<file path="src/routerPkg.sv">
package routerPkg;

  // Inputs of one output port of the mesh router.
  localparam int NumPorts = 5;

  typedef logic [2:0]          portIdx_t;
  typedef logic [NumPorts-1:0] portMask_t;
  typedef logic [2:0]          flitKind_t;
  // Extra cycles an input may hold the output after its grant.
  typedef logic [11:0]         pktLen_t;

  localparam portIdx_t PortLocal = 3'd0;
  localparam portIdx_t PortNorth = 3'd1;
  localparam portIdx_t PortEast  = 3'd2;
  localparam portIdx_t PortWest  = 3'd3;
  localparam portIdx_t PortSouth = 3'd4;

  localparam flitKind_t KindNone = 3'd0;
  localparam flitKind_t KindHead = 3'd1;
  localparam flitKind_t KindBody = 3'd2;
  localparam flitKind_t KindTail = 3'd3;

  // Data words travel beside these structs as separate vectors.
  typedef struct packed {
    logic      req;
    flitKind_t kind;
    pktLen_t   len;
  } inFlit_t;

  typedef struct packed {
    logic      valid;
    flitKind_t kind;
  } outFlit_t;

  // One-hot states with bit 0 for idle and bits 1 to 5 following the port indices.
  typedef enum logic [5:0] {
    StIdle  = 6'b000001,
    StLocal = 6'b000010,
    StNorth = 6'b000100,
    StEast  = 6'b001000,
    StWest  = 6'b010000,
    StSouth = 6'b100000
  } arbState_t;

endpackage

</file>
<file path="src/holdTimer.sv">
`timescale 1ns/1ps

module holdTimer
  import routerPkg::*;
(
  input  logic      clk,
  input  logic      rst,
  input  flitKind_t kind,
  input  pktLen_t   len,
  input  logic      runTimer,
  output logic      timesUp
);

  pktLen_t limit;
  pktLen_t count;

  // The limit follows every header on this input, granted or not.
  always_ff @(posedge clk)
  begin
    if (rst)
    begin
      limit <= '0;
    end
    else if (kind == KindHead)
    begin
      limit <= len;
    end
  end

  always_ff @(posedge clk)
  begin
    if (rst)
    begin
      count <= '0;
    end
    else if (!runTimer)
    begin
      count <= '0;
    end
    else
    begin
      count <= count + pktLen_t'(1);
    end
  end

  assign timesUp = (count == limit);

  // The arbiter stops the timer once it reaches the limit.
  assert property (@(posedge clk) disable iff (rst) runTimer |-> count <= limit)
    else $error("holdTimer count passed its limit");

endmodule

</file>
<file path="src/portArbiter.sv">
`timescale 1ns/1ps

module portArbiter
  import routerPkg::*;
(
  input  logic      clk,
  input  logic      rst,
  input  portMask_t req,
  input  portMask_t timesUp,
  output portMask_t runTimer,
  output portMask_t grant
);

  arbState_t state;
  arbState_t nextState;
  portIdx_t  holder;
  portIdx_t  startAfter;
  portMask_t keepMask;

  // First requester in cyclic order from start among span inputs.
  function automatic portMask_t pickFirst(
    input portMask_t   mask,
    input portIdx_t    start,
    input int unsigned span
  );
    portMask_t   pick;
    int unsigned idx;
    pick = '0;
    for (int unsigned k = 0; k < span; k++)
    begin
      idx = (int'(start) + k) % NumPorts;
      if (pick == '0 && mask[idx])
      begin
        pick[idx] = 1'b1;
      end
    end
    return pick;
  endfunction

  function automatic arbState_t toState(input portMask_t pick);
    arbState_t st;
    if (pick == '0)
    begin
      st = StIdle;
    end
    else
    begin
      st = arbState_t'({pick, 1'b0});
    end
    return st;
  endfunction

  always_ff @(posedge clk)
  begin
    if (rst)
    begin
      state <= StIdle;
    end
    else
    begin
      state <= nextState;
    end
  end

  assign grant = state[NumPorts:1];

  // Index of the input that holds the output.
  always_comb
  begin
    holder = PortLocal;
    for (int i = 0; i < NumPorts; i++)
    begin
      if (grant[i])
      begin
        holder = portIdx_t'(i);
      end
    end
  end

  assign startAfter = (holder == PortSouth) ? PortLocal : holder + 3'd1;
  assign keepMask   = grant & req & ~timesUp;

  always_comb
  begin
    runTimer  = '0;
    nextState = StIdle;
    case (state)
      StIdle:
      begin
        nextState = toState(pickFirst(req, PortLocal, NumPorts));
      end
      StLocal, StNorth, StEast, StWest, StSouth:
      begin
        if (keepMask != '0)
        begin
          // Holder still requests and its hold time is not over.
          runTimer  = grant;
          nextState = state;
        end
        else
        begin
          nextState = toState(pickFirst(req, startAfter, NumPorts - 1));
        end
      end
      default:
      begin
        nextState = StIdle;
      end
    endcase
  end

  assert property (@(posedge clk) disable iff (rst) $onehot0(grant))
    else $error("grant is not one-hot");

  assert property (@(posedge clk) disable iff (rst) (runTimer & ~grant) == '0)
    else $error("runTimer strobes an input without grant");

endmodule

</file>
<file path="src/flitSwitch.sv">
`timescale 1ns/1ps

module flitSwitch
  import routerPkg::*;
#(
  parameter int DataWidth = 32
)
(
  input  logic                 clk,
  input  logic                 rst,
  input  portMask_t            grant,
  input  inFlit_t              inFlit [NumPorts],
  input  logic [DataWidth-1:0] inData [NumPorts],
  output outFlit_t             outFlit,
  output logic [DataWidth-1:0] outData
);

  flitKind_t            selKind;
  logic [DataWidth-1:0] selData;
  logic                 anyGrant;

  // And-or multiplexer over a one-hot or zero grant.
  always_comb
  begin
    selKind = KindNone;
    selData = '0;
    for (int i = 0; i < NumPorts; i++)
    begin
      if (grant[i])
      begin
        selKind = selKind | inFlit[i].kind;
        selData = selData | inData[i];
      end
    end
  end

  assign anyGrant = |grant;

  always_ff @(posedge clk)
  begin
    if (rst)
    begin
      outFlit.valid <= 1'b0;
      outFlit.kind  <= KindNone;
      outData       <= '0;
    end
    else if (anyGrant)
    begin
      outFlit.valid <= 1'b1;
      outFlit.kind  <= selKind;
      outData       <= selData;
    end
    else
    begin
      // Empty link when nobody holds the output.
      outFlit.valid <= 1'b0;
      outFlit.kind  <= KindNone;
      outData       <= '0;
    end
  end

endmodule

</file>
<file path="src/outputPort.sv">
`timescale 1ns/1ps

module outputPort
  import routerPkg::*;
#(
  parameter int DataWidth = 32
)
(
  input  logic                 clk,
  input  logic                 rst,
  input  inFlit_t              inFlit [NumPorts],
  input  logic [DataWidth-1:0] inData [NumPorts],
  output portMask_t            grant,
  output outFlit_t             outFlit,
  output logic [DataWidth-1:0] outData
);

  portMask_t reqMask;
  portMask_t runTimer;
  portMask_t timesUp;

  // One hold timer per input.
  for (genvar i = 0; i < NumPorts; i++)
  begin : genTimer
    assign reqMask[i] = inFlit[i].req;

    holdTimer u_holdTimer (
      .clk      (clk),
      .rst      (rst),
      .kind     (inFlit[i].kind),
      .len      (inFlit[i].len),
      .runTimer (runTimer[i]),
      .timesUp  (timesUp[i])
    );
  end

  portArbiter u_portArbiter (
    .clk      (clk),
    .rst      (rst),
    .req      (reqMask),
    .timesUp  (timesUp),
    .runTimer (runTimer),
    .grant    (grant)
  );

  // Registered output link, one cycle behind the grant.
  flitSwitch #(
    .DataWidth (DataWidth)
  ) u_flitSwitch (
    .clk     (clk),
    .rst     (rst),
    .grant   (grant),
    .inFlit  (inFlit),
    .inData  (inData),
    .outFlit (outFlit),
    .outData (outData)
  );

endmodule

</file>
<file path="config.mk">
export PLATFORM = sky130hd
export DESIGN_NAME = outputPort
export DESIGN_NICKNAME = d
export VERILOG_FILES = /design/src/routerPkg.sv /design/src/holdTimer.sv /design/src/portArbiter.sv /design/src/flitSwitch.sv /design/src/outputPort.sv
export SDC_FILE = /design/constraint.sdc
export NUM_CORES = 1
export LEC_CHECK = 0
export BUFFER_PORTS_ARGS = -buffer_cell sky130_fd_sc_hd__buf_2
export CAP_MARGIN = 5
export CORE_ASPECT_RATIO = 0.5
export CORE_MARGIN = 10
export CORE_UTILIZATION = 45
export CTS_CLUSTER_DIAMETER = 120
export DETAILED_ROUTE_END_ITERATION = 8
export MAX_ROUTING_LAYER = met4
export PLACE_DENSITY_LB_ADDON = 0.2
export SLEW_MARGIN = 20
export SYNTH_ARGS = -nofsm -noshare
export SYNTH_HDL_FRONTEND = slang
export SYNTH_SLANG_ARGS = --single-unit
export TNS_END_PERCENT = 5
</file>
<file path="constraint.sdc">
create_clock -name clk -period 3.8 [get_ports clk]
set_input_delay 0.95 -clock clk [delete_from_list [all_inputs] [get_ports clk]]
set_output_delay 0.95 -clock clk [all_outputs]
set_load 0.005 [all_outputs]
</file>
### After elaboration in Yosys (flattened, before gate mapping)

Cells that the tools add are included.

* input bits: 242
* output and inout port bits: 41
* word-level logic and storage cells: 162
* register bits after elaboration: 162

* bitwise operators: 21
* divide/modulo/power cells: 4
* $add $sub $neg: 9
* multiplexer cells: 60
* reduce and logical (&&, ||, !) cells: 28
* equal/unequal tests: 18
* order comparisons: 8

Operators by type and width (number)
* 32-bit two-way mux: 5
* 32-bit by 1-bit >= comparator with 1-bit output, second input constant: 4
* 32-bit by 4-bit less-than comparator with 1-bit output, second input constant: 4
* 32-bit OR: 4
* 32-bit by 3-bit modulo with 32-bit output, second input constant: 3
* 5-bit two-way mux: 14
* 12-bit by 1-bit adder with 12-bit output, second input constant: 5
* 12-bit == test: 5
* 3-bit by 3-bit modulo with 32-bit output, second input constant: 1
* 3-bit two-way mux: 9
* 5-bit logical NOT: 5
* 1-bit two-way mux: 19
* 6-bit two-way mux: 3
* 3-bit by 1-bit == test with 1-bit output, second input constant: 5
* 5-bit OR: 3
* 1-bit binary-select mux with 3-bit select: 4
* 1-bit demux with 3-bit select: 4
* 3-bit OR: 4
* 6-bit case mux with 2 select lines: 1
* 2-bit OR reduction: 6
* 1-bit logical AND: 11
* 5-bit AND: 2
* 5-bit OR reduction: 2
* 3-bit by 2-bit adder with 4-bit output, second input constant: 2
* other kinds (17): 23

### Longest topological paths before layout

* word-level depth: 33
* gate-level depth with buffers: 17
* mapped depth without buffers: 14

### Hierarchy

Synthesis repeated with hierarchy kept, for this count alone.

* cell total of the unflattened synthesis: 912
* area, all modules: 8226.6 um2

By module, submodules not included
* holdTimer: instances 5, sequential area each 480.5 um2, cells each 113, area each 1073.5 um2
* flitSwitch: instances 1, sequential area each 720.7 um2, cells each 167, area each 1669.1 um2
* portArbiter: instances 1, sequential area each 120.1 um2, cells each 180, area each 1189.9 um2

### Worst setup path after synthesis

Ideal clock, no wire load.

* path kind: register to register
* start: register u_portArbiter.state[5]
* end: register u_portArbiter.state[0]
* required time: 3.678 ns
* data arrival time: 3.709 ns
* buffers on the path: 4
* slack: -0.031 ns
* library setup time: 0.122 ns
* clock period less this slack: 3.831 ns
* stages on the path, launching flop included: 17
* path through: dfxtp_1 -> clkbuf_1 -> clkbuf_1 -> clkbuf_1 -> buf_1 -> nor2_1 -> ha_1 -> nand2b_1 -> ha_1 -> and3_1 -> nand3_1 -> o21a_1 -> o211ai_1 -> a21o_1 -> a211oi_1 -> a211oi_1 -> a311o_1

* longest elaborated chain between the ends: 30
* elaborated cells on any way between the ends: 75
* those cells by class: add/sub: 4; div: 4; order compare: 8; eq/ne: 8; mux: 33; bitwise: 5; reduce/logical: 13

RTL lines
* start: declaration: line portArbiter.sv:14 `arbState_t state;`
* start signal: assignment: line portArbiter.sv:57 `state <= StIdle;`
* start signal: assignment: line portArbiter.sv:61 `state <= nextState;`
* branches (longest 30 deep; another with 32-bit by 3-bit modulo with 32-bit output)

Parallel ways; which one is timed is not known. The select of a mux whose other input is x is not followed.
A chain may end at the register's enable or synchronous reset.

### Worst setup path in the final report

* start: register u_portArbiter.state[3]
* end: register u_portArbiter.state[0]

* longest elaborated chain between the ends: 32
* elaborated cells on any way between the ends: 77
* those cells by class: add/sub: 4; div: 4; order compare: 8; eq/ne: 8; mux: 35; bitwise: 5; reduce/logical: 13

RTL lines
* branches (longest 32 deep; another with 32-bit by 3-bit modulo with 32-bit output)

Parallel ways; which one is timed is not known. The select of a mux whose other input is x is not followed.

==> results.cfg <==
[worst_setup_path]
arrival_ps = 3760
endpoint_kind = flip-flop
slowest_stage = o211ai_1
critPathMaxStageDelay_ps = 410
crit_type = reg2reg
critPathRequiredTime_ps = 4160
path_max_fanout = 6
path_buf_inv = 0
critPathTopFamily = compound AO/OA/AOI/OAI gates
critical_path.cell_chain = nor2b_4, nor2_1, nor2_1, ha_1, nand2b_1, ha_1, nand2b_1, a21oi_1, a21oi_1, o211ai_1, o21ai_0, a221oi_1, a311o_1
cp-start-kind = flip-flop

[synth]
synth.top_cell.area_share = 0.409
synth_edf_count = 0
syn_nets = 1133
netlist_instances = 882
ys_types = 57
syn_avg_cell_area_sq_um = 8.99
syn_area_sq_um = 7930
ys_top_cells_by_area = dfxtp_1, xor2_1, mux2i_1
yosys.area.top_type = dfxtp_1
synthFlopType = dfxtp_1
async_reset_ff_frac = 0
synth_warnings = 0
ys_ff_latch = 162
ys_seq_area_frac = 0.409

[layout]
fillCellCount = 1568
drive_above_1_share = 0.308
syn_to_final_growth_pct = 27.7
final_common_cell = buf_2
final_nets = 1388
most-common-layout-cells = buf_2, dfxtp_1, nor2_1

[power]
finalPower_mw = 4.44
intPower_mw = 3.12
p_seq_frac = 0.405
comb_power_share = 0.207
power-per-cell-area_nw_per_um2 = 438
clkPwrFrac = 0.388
p_leak_nw = 4.58
p_sw_frac = 0.297
p_switching_mw = 1.32
peakVddDrop_v = 0.000326

[detailed_routing]
wire_per_inst_um = 19.9
vias = 7598
final_antenna_net_count = 0
wl_um = 27500
drc = 2
firstDrtPassIters = 9
via_per_inst = 5.48
drt_iter0_drc = 872

[die]
initial_core_util = 0.458
core-area_sq_um = 17300
fp.dieW_um = 208
fp.dieH_um = 114
row_count = 34
dieArea_sq_um = 23700
io_pins = 283

[sta]
rsz0062_at_grt = false
period_minus_slack_ps = 3400
hold_viol_final = 0
slew_headroom = 0.557
fin_setup_tns_ps = 0
min_period_over_period = 0.894
tightest_slew_ps = 664
clock_skew_ps = 13.7
slew_viol_final = 0
setup_viol = 0
max_freq_ghz = 0.294

[global_routing]
grt-ovfl-total = 0
grt_usage = 0.227
grt_max_degree = 54
antenna_found_initial = 2
grt_pass1_vias = 7358
grt_pass1_wl_um = 42300

[flow_run]
cap_violations = 0

[outcome]
violations = design-rule violations
status = finished with violations

[placed_design]
routabilityCongestion = 0.949
numPortBuffers = 282
dp_hpwl_um = 21300

[cts]
h-tree-depth = 4
cts_buffers = 17
ctsResizeCount = 0
cts.path.max_buffers = 2
cts.sinks = 162
cts.reportedPaths.clkPinSlew_ps = 70
root_buffer = clkbuf_16
cts_tree = yes
clk_latency_ps = 420
cts_hold_buf = 0
cts_setup_buffers = 0

[hold_path]
hold_class = reg2reg
-- per-stage QoR --
stage | hold slack (ps) | util | setup slack [ps] | area (sq um) | cells
finish | 481 | 0.585 | 403 | 10100 | 1386
global placement | 450 | 0.550 | 463 | 9530 | 1352
global route | 496 | 0.585 | 35.5 | 10100 | 1386
detailed placement | 456 | 0.550 | 416 | 9530 | 1352
floorplan | 436 | - | 53.3 | 7930 | 882
CTS | 480 | 0.585 | 397 | 10100 | 1384
-- area by class of cell --
class / count / area, sq um / area share
antenna: 2 / 5.00 / 0.000494
clock buffer: 19 / 453 / 0.0447
clock inverter: 13 / 143 / 0.0141
inverter: 8 / 30.0 / 0.00296
multi-input combinational: 646 / 4400 / 0.434
sequential: 162 / 3250 / 0.321
tap: 234 / 293 / 0.0289
timing repair buffer: 302 / 1560 / 0.154
-- synthesized netlist by cell type (20+ instances only) --
cell type	instances
a21oi_1	48
a222oi_1	35
a22oi_1	36
and3_1	20
clkbuf_1	50
dfxtp_1	162
mux2i_1	64
nand2_1	35
nand3_1	34
nor2_1	143
xnor2_1	21
xor2_1	90
-- sequential cells by signal, indices dropped and copies added (netlist names) --
signal	flops
genTimer.u_holdTimer.count	60
genTimer.u_holdTimer.limit	60
u_flitSwitch.outData	32
u_flitSwitch.outFlit	4
u_portArbiter.state	6
-- worst paths after layout --
check,startpoint,slack [ps],endpoint,depth (start not counted)
setup / recovery,u_portArbiter.state[3]$_SDFFE_PP0P_,400,u_portArbiter.state[0]$_SDFFE_PP1P_,13
hold / removal,genTimer[2].u_holdTimer.count[0]$_SDFF_PP0_,480,genTimer[2].u_holdTimer.count[0]$_SDFF_PP0_,1
setup reg to reg,u_portArbiter.state[3]$_SDFFE_PP0P_,400,u_portArbiter.state[0]$_SDFFE_PP1P_,13
hold reg to reg,genTimer[2].u_holdTimer.count[0]$_SDFF_PP0_,480,genTimer[2].u_holdTimer.count[0]$_SDFF_PP0_,1
-- per-layer routing --
layer  up-vias  global-route usage  share of wire
li1       3679                   -              -
met4         0              0.0657          0.016
met3        28              0.0412          0.058
met2       295               0.371           0.48
met5         -                   -              0
met1      3596               0.284           0.45
-- logic make-up after synthesis --
group | Yosys count | share of synthesized area
xor gates and xnor gates | 111 | 0.123
adders and majority gates | 9 | 0.0142
muxes | 68 | 0.0864
DFF | 162 | 0.409
AOI/OAI and AO/OA | 164 | 0.153
and+or+nand+nor | 294 | 0.175
buffers and inverters | 74 | 0.0401
-- power groups by stage --
stage	Combinational, mW	Clock [mW]	Sequential, mW
after detailed placement	0.906	0	1.83
after CTS	0.910	1.75	1.80
after global placement	0.905	0	1.83
after global routing	1.00	1.84	1.80
final	0.918	1.72	1.80
after floorplan	0.578	0	1.82
Power figures use the tool's default switching activity.
